**config.mk**
```make
export PLATFORM = sky130hd
export DESIGN_NAME = mem_arbiter
export DESIGN_NICKNAME = d
export VERILOG_FILES = /design/src/mem_arb_pkg.sv /design/src/mem_arbiter.sv /design/src/mem_request_select.sv /design/src/reply_router.sv /design/src/tag_owner_table.sv
export SDC_FILE = /design/constraint.sdc
export NUM_CORES = 1
export LEC_CHECK = 0
export ABC_AREA = 0
export BUFFER_PORTS_ARGS = -buffer_cell sky130_fd_sc_hd__buf_2
export CORE_AREA = 2 2 199 201
export CTS_CLUSTER_SIZE = 24
export DETAILED_ROUTE_END_ITERATION = 12
export DIE_AREA = 0 0 201 203
export GPL_ROUTABILITY_DRIVEN = 0
export PLACE_DENSITY_LB_ADDON = 0.12
export SLEW_MARGIN = 10
export SYNTH_ARGS = -nofsm -noshare
export SYNTH_HDL_FRONTEND = slang
export SYNTH_SLANG_ARGS = --single-unit
```
**constraint.sdc**
```tcl
create_clock -name clock -period 4.4 [get_ports clock]
set_clock_uncertainty 0.2 [all_clocks]
set_input_delay 0.88 -clock clock [delete_from_list [all_inputs] [get_ports clock]]
set_output_delay 0.88 -clock clock [all_outputs]
set_load 0.02 [all_outputs]
```
**src/mem_arb_pkg.sv**
```systemverilog
package mem_arb_pkg;

    ////////////////////////////////////////////////////////////////////////////
    // bus field types
    ////////////////////////////////////////////////////////////////////////////

    // byte address on the memory bus
    typedef logic [31:0] addr_t;
    // one bus data word
    typedef logic [63:0] mem_data_t;
    // transaction tag, 0 means none or refused
    typedef logic [3:0]  mem_tag_t;
    // bus command code
    typedef logic [1:0]  bus_cmd_t;
    // which requester issued a transaction
    typedef logic [1:0]  owner_t;

    // command codes, same as the memory model
    localparam bus_cmd_t BUS_NONE  = 2'b00;
    localparam bus_cmd_t BUS_LOAD  = 2'b01;
    localparam bus_cmd_t BUS_STORE = 2'b10;

    // owner codes, 2'b11 never used
    localparam owner_t OWN_NONE = 2'b00;
    localparam owner_t OWN_D    = 2'b01;
    localparam owner_t OWN_I    = 2'b10;

    // one slot per tag value, slot 0 stays empty
    localparam int TAG_COUNT = 16;
    // outstanding data counter, holds up to 15
    localparam int PEND_W    = 5;

    ////////////////////////////////////////////////////////////////////////////
    // request and reply bundles
    ////////////////////////////////////////////////////////////////////////////

    // request from a requester toward memory, 98 bits
    typedef struct packed {
        bus_cmd_t  command;
        addr_t     addr;
        mem_data_t data;
    } mem_req_t;

    // reply from memory, present when tag is nonzero, 68 bits
    typedef struct packed {
        mem_tag_t  tag;
        mem_data_t data;
    } mem_reply_t;

endpackage

```
**src/mem_arbiter.sv**
```systemverilog
`timescale 1ns/1ps

module mem_arbiter (
    input  logic                    clock,
    input  logic                    reset,
    // requesters
    input  mem_arb_pkg::mem_req_t   icache_req,
    input  mem_arb_pkg::mem_req_t   dcache_req,
    // memory side
    input  mem_arb_pkg::mem_tag_t   mem_response,
    input  mem_arb_pkg::mem_reply_t mem_reply,
    output mem_arb_pkg::mem_req_t   mem_req,
    // acceptance tags back to the requesters
    output mem_arb_pkg::mem_tag_t   icache_response,
    output mem_arb_pkg::mem_tag_t   dcache_response,
    // replies one cycle after memory
    output mem_arb_pkg::mem_reply_t icache_reply,
    output mem_arb_pkg::mem_reply_t dcache_reply,
    output logic                    dcache_stall
);

    import mem_arb_pkg::*;

    // winner of the bus this cycle
    owner_t issue_owner;
    // owner of the reply arriving now
    owner_t reply_owner;
    logic   data_pending;

    ////////////////////////////////////////////////////////////////////////////
    // request side
    ////////////////////////////////////////////////////////////////////////////

    mem_request_select req_select0 (
        .icache_req      (icache_req),
        .dcache_req      (dcache_req),
        .mem_response    (mem_response),
        .mem_req         (mem_req),
        .icache_response (icache_response),
        .dcache_response (dcache_response),
        .issue_owner     (issue_owner)
    );

    ////////////////////////////////////////////////////////////////////////////
    // tag bookkeeping
    ////////////////////////////////////////////////////////////////////////////

    // acceptance tag and reply tag straight from memory
    tag_owner_table owner_table0 (
        .clock        (clock),
        .reset        (reset),
        .accept_tag   (mem_response),
        .issue_owner  (issue_owner),
        .reply_tag    (mem_reply.tag),
        .reply_owner  (reply_owner),
        .data_pending (data_pending)
    );

    ////////////////////////////////////////////////////////////////////////////
    // reply side
    ////////////////////////////////////////////////////////////////////////////

    reply_router router0 (
        .clock        (clock),
        .reset        (reset),
        .mem_reply    (mem_reply),
        .reply_owner  (reply_owner),
        .dcache_cmd   (dcache_req.command),
        .data_pending (data_pending),
        .icache_reply (icache_reply),
        .dcache_reply (dcache_reply),
        .dcache_stall (dcache_stall)
    );

endmodule

```
**src/mem_request_select.sv**
```systemverilog
`timescale 1ns/1ps

module mem_request_select (
    // instruction fetch request, loads only
    input  mem_arb_pkg::mem_req_t icache_req,
    // data cache request, loads and stores
    input  mem_arb_pkg::mem_req_t dcache_req,
    // same-cycle acceptance tag from memory
    input  mem_arb_pkg::mem_tag_t mem_response,
    // request driven onto the shared bus
    output mem_arb_pkg::mem_req_t mem_req,
    output mem_arb_pkg::mem_tag_t icache_response,
    output mem_arb_pkg::mem_tag_t dcache_response,
    // winner of this cycle, to the owner table
    output mem_arb_pkg::owner_t   issue_owner
);

    import mem_arb_pkg::*;

    logic icache_present;
    logic dcache_present;

    assign icache_present = icache_req.command != BUS_NONE;
    assign dcache_present = dcache_req.command != BUS_NONE;

    ////////////////////////////////////////////////////////////////////////////
    // priority choice
    ////////////////////////////////////////////////////////////////////////////

    // data side first, fetch only on an idle data side
    always_comb begin
        if (dcache_present) begin
            mem_req     = dcache_req;
            issue_owner = OWN_D;
        end else if (icache_present) begin
            mem_req     = icache_req;
            issue_owner = OWN_I;
        end else begin
            // idle bus, nothing to record
            mem_req     = '0;
            issue_owner = OWN_NONE;
        end
    end

    ////////////////////////////////////////////////////////////////////////////
    // response steering
    ////////////////////////////////////////////////////////////////////////////

    // loser sees 0 and retries like a refusal
    always_comb begin
        icache_response = '0;
        dcache_response = '0;
        case (issue_owner)
            OWN_D: begin
                dcache_response = mem_response;
            end
            OWN_I: begin
                icache_response = mem_response;
            end
            default: begin
                // no request, no response
            end
        endcase
    end

    // fetch side never writes memory
    always_comb begin
        assert (icache_req.command != BUS_STORE)
            else $error("icache request carries a store command");
    end

endmodule

```
**src/reply_router.sv**
```systemverilog
`timescale 1ns/1ps

module reply_router (
    input  logic                    clock,
    input  logic                    reset,
    // reply straight from memory
    input  mem_arb_pkg::mem_reply_t mem_reply,
    // owner looked up for mem_reply.tag
    input  mem_arb_pkg::owner_t     reply_owner,
    // data side command on its request port
    input  mem_arb_pkg::bus_cmd_t   dcache_cmd,
    input  logic                    data_pending,
    output mem_arb_pkg::mem_reply_t icache_reply,
    output mem_arb_pkg::mem_reply_t dcache_reply,
    output logic                    dcache_stall
);

    import mem_arb_pkg::*;

    // reply tag registers
    mem_tag_t  icache_tag_q;
    mem_tag_t  dcache_tag_q;
    // reply payload
    mem_data_t icache_data_q;
    mem_data_t dcache_data_q;

    ////////////////////////////////////////////////////////////////////////////
    // one-cycle reply registers
    ////////////////////////////////////////////////////////////////////////////

    // owner port loads the reply, the other goes to 0
    always_ff @(posedge clock or posedge reset) begin
        if (reset) begin
            icache_tag_q <= '0;
            dcache_tag_q <= '0;
        end else begin
            icache_tag_q <= (reply_owner == OWN_I) ? mem_reply.tag : '0;
            dcache_tag_q <= (reply_owner == OWN_D) ? mem_reply.tag : '0;
        end
    end

    // payload goes to the owner port only
    always_ff @(posedge clock) begin
        icache_data_q <= (reply_owner == OWN_I) ? mem_reply.data : '0;
        dcache_data_q <= (reply_owner == OWN_D) ? mem_reply.data : '0;
    end

    assign icache_reply = '{tag: icache_tag_q, data: icache_data_q};
    assign dcache_reply = '{tag: dcache_tag_q, data: dcache_data_q};

    ////////////////////////////////////////////////////////////////////////////
    // data stall
    ////////////////////////////////////////////////////////////////////////////

    // request on the bus or anything still in flight
    assign dcache_stall = (dcache_cmd != BUS_NONE) || data_pending;

    // every reply from memory must land somewhere
    a_reply_has_owner: assert property (@(posedge clock) disable iff (reset)
        (mem_reply.tag != '0) |-> (reply_owner != OWN_NONE))
        else $error("reply tag %0d dropped, no owner", mem_reply.tag);

endmodule

```
**src/tag_owner_table.sv**
```systemverilog
`timescale 1ns/1ps

module tag_owner_table (
    input  logic                  clock,
    input  logic                  reset,
    // tag memory returned for the request on the bus
    input  mem_arb_pkg::mem_tag_t accept_tag,
    // requester that won the bus this cycle
    input  mem_arb_pkg::owner_t   issue_owner,
    // tag of the reply arriving from memory
    input  mem_arb_pkg::mem_tag_t reply_tag,
    // owner of the arriving reply, same cycle
    output mem_arb_pkg::owner_t   reply_owner,
    // any data transaction still outstanding
    output logic                  data_pending
);

    import mem_arb_pkg::*;

    // owner per live tag
    owner_t owner_mem [TAG_COUNT];

    // outstanding data transactions
    logic [PEND_W-1:0] pend_count;

    logic accept_hit;
    logic reply_hit;
    logic data_issue;
    logic data_retire;

    ////////////////////////////////////////////////////////////////////////////
    // accept and reply decode
    ////////////////////////////////////////////////////////////////////////////

    // accepted only with a real winner and a nonzero tag
    assign accept_hit = (accept_tag != '0) && (issue_owner != OWN_NONE);
    assign reply_hit  = reply_tag != '0;

    // combinational lookup for the router
    assign reply_owner = reply_hit ? owner_mem[reply_tag] : OWN_NONE;

    assign data_issue  = accept_hit && (issue_owner == OWN_D);
    assign data_retire = reply_hit && (reply_owner == OWN_D);

    ////////////////////////////////////////////////////////////////////////////
    // owner slots
    ////////////////////////////////////////////////////////////////////////////

    // entry visible one cycle after acceptance
    always_ff @(posedge clock or posedge reset) begin
        if (reset) begin
            for (int i = 0; i < TAG_COUNT; i++) begin
                owner_mem[i] <= OWN_NONE;
            end
        end else begin
            // reply frees its slot
            if (reply_hit) begin
                owner_mem[reply_tag] <= OWN_NONE;
            end
            // never the same slot as the reply, see below
            if (accept_hit) begin
                owner_mem[accept_tag] <= issue_owner;
            end
        end
    end

    ////////////////////////////////////////////////////////////////////////////
    // data-side occupancy
    ////////////////////////////////////////////////////////////////////////////

    // issue and retire in one cycle cancel out
    always_ff @(posedge clock or posedge reset) begin
        if (reset) begin
            pend_count <= '0;
        end else begin
            case ({data_issue, data_retire})
                2'b10:   pend_count <= pend_count + 1'b1;
                2'b01:   pend_count <= pend_count - 1'b1;
                default: pend_count <= pend_count;
            endcase
        end
    end

    assign data_pending = pend_count != '0;

    // memory must not hand out a live tag
    a_accept_slot_free: assert property (@(posedge clock) disable iff (reset)
        accept_hit |-> owner_mem[accept_tag] == OWN_NONE)
        else $error("tag %0d accepted while still live", accept_tag);

    // reply must match a tag accepted earlier
    a_reply_slot_live: assert property (@(posedge clock) disable iff (reset)
        reply_hit |-> owner_mem[reply_tag] != OWN_NONE)
        else $error("reply for tag %0d with no owner", reply_tag);

    // a tag cannot be answered in the cycle it is issued
    a_no_same_tag: assert property (@(posedge clock) disable iff (reset)
        !((accept_tag != '0) && (accept_tag == reply_tag)))
        else $error("tag %0d accepted and replied together", accept_tag);

endmodule

```
Word-level counts from Yosys, hierarchy flattened
Index checks and enable logic that the tools add are counted.
{ "totals": {"output_inout_bits": 243, "input_bits": 270, "regBits": 173} }
{ "op_classes": {"bitwise_logic": 4, "n_mux": 20, "add_sub_neg": 2, "order_cmp": 4, "n_reduce_logical": 13, "n_eq_ne": 6} }
{ "ops": {"columns": ["cell", "count"], "rows": [
  ["98-bit 2-to-1 mux", 2],
  ["32-bit 2-to-1 mux", 2],
  ["32-bit AND", 1],
  ["32-bit bitwise mux", 1],
  ["32-bit NOT", 1],
  ["2-bit demux with 4-bit select", 2],
  ["4-bit 2-to-1 mux", 4],
  ["2-bit 2-to-1 mux", 7],
  ["5-bit >= comparator, second input constant", 2],
  ["5-bit by 1-bit < comparator with 1-bit output, second input constant", 2],
  ["4-bit NOT with 5-bit output", 2],
  ["5-bit case mux with 2 select lines", 1],
  ["2-bit binary-select mux with 4-bit select", 1],
  ["2-bit nonzero test", 4],
  ["4-bit nonzero test", 2],
  ["2-bit by 1-bit equality test with 1-bit output, second input constant", 3],
  ["2-bit equality test, second input constant", 3],
  ["5-bit by 1-bit adder with 5-bit output, second input constant", 1],
  ["1-bit logical AND", 5],
  ["5-bit nonzero test", 1],
  ["5-bit by 1-bit subtractor with 5-bit output, second input constant", 1],
  ["1-bit logical OR", 1]
]} }

Logic depth before layout (Yosys ltp)
Gate-level depths: netlist of run 1.
{ "depth": {"depth_word": 10, "depth_mapped": 16} }

Modules after synthesis
Synthesis of run 1 repeated with hierarchy kept, for this count alone.
{ "hier_totals": {"cells_unflattened": 867, "area_unflattened_um2": 8249.2} }
{ "by_module_without_submodules": {"columns": ["module", "instances", "cells_per_inst", "area_per_inst_um2"], "rows": [
  ["reply_router", 1, 304, 4164.0],
  ["mem_request_select", 1, 358, 2049.5],
  ["tag_owner_table", 1, 205, 2035.7]
]} }

Worst setup path after synthesis of run 1
Ideal clock, no wire load.
{ "synth_timing": {"path_type": "input to register", "from": "input port mem_reply[67] (netlist bit)", "to": "register owner_table0.pend_count[4]", "arrival_ns": 4.021, "t_required_ns": 4.076, "stages": 15, "n_path_buf": 4, "setup_slack_ns": 0.055, "cell_sequence": "clkbuf_1 > mux4_2 > mux2_2 > or4_1 > clkbuf_1 > buf_2 > o21ai_0 > ha_1 > clkbuf_1 > xor2_1 > ha_1 > o21a_1 > o21ai_0 > a32oi_1 > xnor2_1"} }
{ "synth_via": {"elab_chain_cells": 9, "elab_cells_between_ends": 12, "cone_classes": "3 x eq/ne; 5 x mux; 1 x bitwise; 3 x reduce/logical"} }
{ "synth_lines": {"columns": ["item", "line_no", "source"], "rows": [
  ["start: declaration", "mem_arbiter.sv:11", "input mem_arb_pkg::mem_reply_t mem_reply,"],
  ["4-bit NOT with 5-bit output (implied by the code)", "tag_owner_table.sv:40", "assign reply_owner = reply_hit ? owner_mem[reply_tag] : OWN_NONE;"],
  ["2-bit binary-select mux with 4-bit select", "tag_owner_table.sv:40", null],
  ["2-bit 2-to-1 mux (implied by the code) (2 in a row)", "tag_owner_table.sv:40", null],
  ["2-bit 2-to-1 mux", "tag_owner_table.sv:40", null],
  ["2-bit by 1-bit equality test with 1-bit output", "tag_owner_table.sv:43", "assign data_retire = reply_hit && (reply_owner == OWN_D);"],
  ["1-bit logical AND (*)", "tag_owner_table.sv:43", null],
  ["2-bit by 1-bit equality test with 1-bit output / 2-bit equality test (equally long branches)", "tag_owner_table.sv:76", "case ({data_issue, data_retire})"],
  ["5-bit case mux with 2 select lines / 2-bit nonzero test (equally long branches)", null, null],
  ["end signal: assignment", "tag_owner_table.sv:77", "2'b10: pend_count <= pend_count + 1'b1;"],
  ["end signal: assignment", "tag_owner_table.sv:78", "2'b01: pend_count <= pend_count - 1'b1;"],
  ["end signal: assignment", "tag_owner_table.sv:79", "default: pend_count <= pend_count;"],
  ["end: declaration", "tag_owner_table.sv:24", "logic [PEND_W-1:0] pend_count;"]
]} }
Mark *: on every way between the ends. The rest lies on a longest branch, timed or not. The select of a mux whose other input is x is not followed.
A chain may end at the register's enable or synchronous reset.

Worst setup path in the final report of run 1
{ "layout_timing": {"from": "input port mem_reply[64] (netlist bit)", "to": "register owner_table0.pend_count[4]"} }
The elaborated chain is that of the path after synthesis.

==> reports/metrics.cfg, run 1 <==
[clock_network]
cts.hold.buffers_added = 0
post_cts.resized_instances = 0
max-clock-path-buffers = 2
clk_pin_slew_worst_paths_ps = 80
post_cts.repair.setup_buffers = 0
clk_sink_count = 173
cts_max_level = 4
cts_root_buffer = clkbuf_16
clkLatencyLatePin_ps = 430
clock_tree_from_tritoncts = done
cts-buffers-inserted = 17

[layout]
syn_to_final_growth_pct = 52.7
register_area_sq_mm = 0.00369
finalNonFillerCells = 1719
final_nets = 1455
finalCoreUtilization_pct = 28.1
fillers = 4290
area_of_the_multi_input_gates_sq_mm = 0.00305
share_of_cells_above_drive_strength_1_pct = 49.2

[synthesis]
synth-seq-cells = 173
yosysTopAreaCellShare_pct = 36.3
synth_area_sq_mm = 0.00707
netlist_top_cells_area = dfxtp_1, dfrtp_1, a22o_1
syn_inst = 712
synth_top_flop_cell = dfxtp_1
synth.largest_area_cell = dfxtp_1
post_synth_most_frequent_cells = dfxtp_1, a21oi_1, a22o_1
synth_enable_flop_cells = 0
number_of_synthesis_warnings = 0
postSynth.asyncResetShare_pct = 26.0
synth_area_per_cell_sq_um = 9.93
syn-num-nets = 986
seq_total_area_yosys_pct = 52.2
synth.distinct_cells = 44
synth.most_common_cell = dfxtp_1

[job]
maxCapViolations = 0

[timing]
worst_slew_pin_slew_ps = 1050
maxSlewHeadroom_pct = 29.8
final_critical_path_setup_slack_ps = 582
totalNegativeSetupSlack_ps = 0
hold_violations = 0
layout_min_cycle_time_ps = 3820
setup_viol_count_final = 0
max_clock_freq_mhz = 262
timing.final.crit_share_pct = 86.8
rsz0062_at_grt = no
slew_viol_final = 0

[global_route]
groute.usage.overall_pct = 16.5
grt_first_pass_wirelength_mm = 49.8
pin_count_of_the_biggest_net_entering_global_routing = 99
grt_antenna_before_repair = 18
number_of_global_route_vias_before_repair = 7352
gr-total-overflow = 0

[critical_path]
critical_path.most_common_cell = ha_1
crit_family = multiplexers
crit_type = input pin to flip-flop
reg2reg_to = owner_table0.pend_count[4]
r2r_cells = 10
critical_path_arrival_ps = 3970
worst_setup_path_start_kind = input pin
r2r_start = owner_table0.owner_mem[9]
critical_path.max_stage_delay_ps = 660
cp_cell_sequence = buf_2 > mux4_2 > mux2_2 > or4_2 > o21ai_0 > ha_1 > buf_4 > ha_1 > a31o_2 > a32oi_1 > xnor2_1
end_kind = flip-flop
worst-r2r-setup-slack_ps = 800
cpMaxStageDelayCell = or4_2
worstPathMaxFanout = 7
required_time_at_the_worst_slack_endpoint_ps = 4550
cp_num_buf_inv = 2

[floorplanning]
initial_utilization_pct = 18.4
fp.dieH_microns = 203
placement_rows = 72
io_pins = 513
floorplan.die_area_sq_mm = 0.0408
floorplan.die.width_microns = 201
fp.coreArea_sq_mm = 0.0385

[routing]
via_count = 7430
dr.first_iter.drc_count = 312
wire_length_reported_by_the_detailed_router_mm = 35.1
wl_per_cell_microns = 20.4
drtAntennaViolNets = 0
drtPass1Iterations = 4
post-route-drc-count = 0
drt-vias-per-instance = 4.32

[power]
power_per_cell_area_mw_per_mm2 = 429
leakagePower_nw = 5.58
max-vdd-ir-drop_mv = 0.249

[min_path]
worst_hold_path_type = flip-flop to flip-flop
hold_path_depth = 0
hold_sp = owner_table0.owner_mem[31]
hold-path-endpoint = owner_table0.owner_mem[31]

[placement]
place_hpwl_mm = 27.0
post-place-ws_ps = 114
dp_cells = 1680
port-buffer-count = 512

[outcome]
result_of_the_run = finished clean

-- cells by family after synthesis --
group | after synthesis | share of synthesized area, %
xor gates and xnor gates | 6 | 0.743
and+or+nand+nor | 129 | 8.23
DFF | 173 | 52.2
buffers and inverters | 83 | 5.05
muxes | 34 | 5.84
AOI/OAI and AO/OA | 283 | 27.2
adders and majority gates | 4 | 0.708
-- flip-flops by register name (all words and copies together), names as in the netlist --
name,cells
router0.dcache_data_q,64
router0.icache_data_q,64
owner_table0.owner_mem,32
owner_table0.pend_count,5
router0.dcache_tag_q,4
router0.icache_tag_q,4
-- power breakdown --
part           switching (W)  total [W]  internal (W)  leakage (nW)
clock               0.000679    0.00165      0.000975         0.317
combinational       0.000705    0.00115      0.000440          3.63
sequential         0.0000848    0.00183       0.00174          1.63
-- per-layer routing --
layer	vias to the layer above	routed length [microns]	track usage, %
li1	3528	-	-
met1	3512	13000	17.6
met2	329	18700	31.1
met3	39	2870	5.84
met4	22	354	3.70
met5	-	156	0
-- cell usage in the layout, fill, tap and decap left out, types with 5 or more instances in the layout --
master	instances
dfxtp_1	128
o21ai_0	22
diode_2	7
nor2_1	18
dfrtp_1	45
a21oi_1	120
and2_1	9
buf_4	9
buf_2	512
clkbuf_16	18
a21boi_0	6
a22o_1	109
nand2_1	70
mux2i_1	21
nand2b_1	9
mux4_2	5
a21oi_2	10
inv_1	7
mux2_2	7
-- per-stage QoR --
step / total power [W] / cell area, sq um / hold slack [ps]
finish: 0.00463 / 10800 / 194
global route: 0.00486 / 10800 / 208
CTS: 0.00470 / 10800 / 200
detailed placement: 0.00302 / 10100 / 183
global placement: 0.00302 / 10100 / 185
floorplan: 0.00253 / 7070 / 225
-- layout make-up --
| class | count | area share (%) |
|---|---|---|
| diodes | 7 | 0.162 |
| clock buffers | 20 | 4.43 |
| clock inverters | 12 | 1.60 |
| inverters | 8 | 0.278 |
| multi-input cells | 456 | 28.2 |
| flip-flops and latches | 173 | 34.2 |
| well taps | 518 | 6.01 |
| repair buffers | 525 | 25.1 |
-- worst max path at each step --
stage | slack, ps | endpoint | startpoint | cells after the start
after floorplan | 60 | owner_table0.pend_count[4] | mem_reply[67] | 15
after global placement | 170 | owner_table0.pend_count[4] | mem_reply[64] | 11
after detailed placement | 110 | owner_table0.pend_count[4] | mem_reply[64] | 11
after CTS | 590 | owner_table0.pend_count[4] | mem_reply[64] | 11
after global routing | 360 | owner_table0.pend_count[4] | mem_reply[64] | 12
final | 580 | owner_table0.pend_count[4] | mem_reply[64] | 11
(Power assumes the default switching activity.)
==> run 2, diff against run 1 <==
--- a/config.mk
+++ b/config.mk
@@ -7,6 +7,8 @@
 export LEC_CHECK = 0
 export ABC_AREA = 0
 export BUFFER_PORTS_ARGS = -buffer_cell sky130_fd_sc_hd__buf_2
+export CELL_PAD_IN_SITES_DETAIL_PLACEMENT = 1
+export CELL_PAD_IN_SITES_GLOBAL_PLACEMENT = 1
 export CORE_AREA = 2 2 199 201
 export CTS_CLUSTER_SIZE = 24
 export DETAILED_ROUTE_END_ITERATION = 12
==> reports/metrics.cfg, run 2 (same netlist as run 1, synthesis figures left out) <==
[clock_network]
post_cts.repair.setup_buffers = 0
clock_tree_from_tritoncts = done
clk_pin_slew_worst_paths_ps = 70
max-clock-path-buffers = 2
cts.hold.buffers_added = 0
cts_max_level = 4
post_cts.resized_instances = 0
cts_root_buffer = clkbuf_16
clk_sink_count = 173
clkLatencyLatePin_ps = 430
cts-buffers-inserted = 17

[layout]
commonest_non_fill_non_tap_cell_in_the_layout = buf_2
reg.largest.list = router0.dcache_data_q: 64 flops, router0.icache_data_q: 64 flops, owner_table0.owner_mem: 32 flops
share_of_cells_above_drive_strength_1_pct = 49.2
finalCoreUtilization_pct = 28.0
register_area_sq_mm = 0.00369
layout.cells.most_common_list = buf_2, dfxtp_1, a21oi_1
final_nets = 1457
finalNonFillerCells = 1719
fillers = 4623
syn_to_final_growth_pct = 52.3
area_of_the_multi_input_gates_sq_mm = 0.00305

[floorplanning]
fp.dieH_microns = 203
floorplan.die.width_microns = 201
initial_utilization_pct = 18.4
placement_rows = 72
fp.coreArea_sq_mm = 0.0385
floorplan.die_area_sq_mm = 0.0408
io_pins = 513

[placement]
dp_cells = 1682
place_hpwl_mm = 28.3
port-buffer-count = 512
post-place-ws_ps = 118

[global_route]
groute.usage.overall_pct = 17.2
pin_count_of_the_biggest_net_entering_global_routing = 106
grt_antenna_before_repair = 20
gr-total-overflow = 0
number_of_global_route_vias_before_repair = 7769
grt_first_pass_wirelength_mm = 52.0

[power]
pwr-share-comb_pct = 25.2
max-vdd-ir-drop_mv = 0.242
switching_share_pct = 32.1
clock_network_fraction_of_design_power_pct = 34.6
leakagePower_nw = 5.55
power.switching_w = 0.00146
power.internal_w = 0.00309
sequentialPowerShare_pct = 40.2
power_per_cell_area_mw_per_mm2 = 423

[timing]
rsz0062_at_grt = no
totalNegativeSetupSlack_ps = 0
setup_viol_count_final = 0
maxSlewHeadroom_pct = 23.0
final_critical_path_setup_slack_ps = 571
layout_min_cycle_time_ps = 3830
slew_viol_final = 0
hold_violations = 0
timing.final.crit_share_pct = 87.0
max_clock_freq_mhz = 261
worst_slew_pin_slew_ps = 1160

[routing]
drt-vias-per-instance = 4.35
drtPass1Iterations = 4
wire_length_reported_by_the_detailed_router_mm = 36.4
drtAntennaViolNets = 0
dr.first_iter.drc_count = 324
post-route-drc-count = 0
wl_per_cell_microns = 21.2
via_count = 7484

[critical_path]
critical_path_arrival_ps = 3980
crit_type = input pin to flip-flop
worstPathMaxFanout = 7
end_kind = flip-flop
required_time_at_the_worst_slack_endpoint_ps = 4550
worst_setup_path_start_kind = input pin

[job]
maxCapViolations = 0

[min_path]
worst_hold_path_type = flip-flop to flip-flop

[outcome]
result_of_the_run = finished clean

-- run 2: cell count changes in the layout (fill, tap and decap cells not counted), sizes merged --
| cell | delta |
|---|---|
| buf | +2 |
| clkbuf | -2 |
| clkinv | +2 |
| diode | -2 |
-- run 2: layer usage --
| metal | global-route usage [%] | vias up | part of all wire [%] |
|---|---|---|---|
| met4 | 7.59 | 26 | 3.6 |
| met5 | 0 | - | 0.45 |
| met3 | 6.52 | 67 | 7.9 |
| li1 | - | 3520 | - |
| met1 | 18.0 | 3556 | 37 |
| met2 | 30.8 | 315 | 51 |
-- run 2: final cells by class --
cell class / instances / share of cell area, %
tap: 518 / 6.02
sequential: 173 / 34.3
clock inverter: 14 / 1.69
inverter: 8 / 0.279
multi-input combinational: 456 / 28.3
antenna: 5 / 0.116
clock buffer: 18 / 3.99
timing repair buffer: 527 / 25.3
-- run 2: worst max-delay path, stage by stage --
cell and delay, ps:
buf_2 140, mux4_2 500, mux2_2 290, or4_2 660, o21ai_0 290, ha_1 240, buf_4 160, ha_1 270
a31o_2 220, a32oi_1 190, xnor2_1 140
-- run 2: power by group through the flow --
stage	registers, W	logic (W)	clock network, W
after CTS	0.00183	0.00117	0.00163
after floorplan	0.00196	0.000570	0
final	0.00183	0.00115	0.00157
after detailed placement	0.00186	0.00117	0
after global placement	0.00187	0.00116	0
after global routing	0.00185	0.00124	0.00169
-- run 2: per-stage QoR --
| step | total power (W) | area (sq um) | hold WS, ps |
|---|---|---|---|
| finish | 0.00455 | 10800 | 190 |
| global route | 0.00479 | 10800 | 202 |
| CTS | 0.00464 | 10700 | 191 |
| detailed placement | 0.00304 | 10100 | 176 |
| global placement | 0.00303 | 10100 | 177 |
| floorplan | 0.00253 | 7070 | 225 |
-- run 2: worst paths after layout --
| check | startpoint | to | slack [ps] | depth (start not counted) |
|---|---|---|---|---|
| min in group asynchronous | reset | owner_table0.owner_mem[26] | 480 | 2 |
| worst max register to register | owner_table0.owner_mem[15] | owner_table0.pend_count[4] | 800 | 10 |
| worst max-delay path | mem_reply[64] | owner_table0.pend_count[4] | 570 | 11 |
| worst min-delay path | owner_table0.owner_mem[30] | owner_table0.owner_mem[30] | 190 | 0 |
| worst min register to register | owner_table0.owner_mem[30] | owner_table0.owner_mem[30] | 190 | 0 |
| max in group asynchronous | reset | owner_table0.owner_mem[0] | 2910 | 2 |
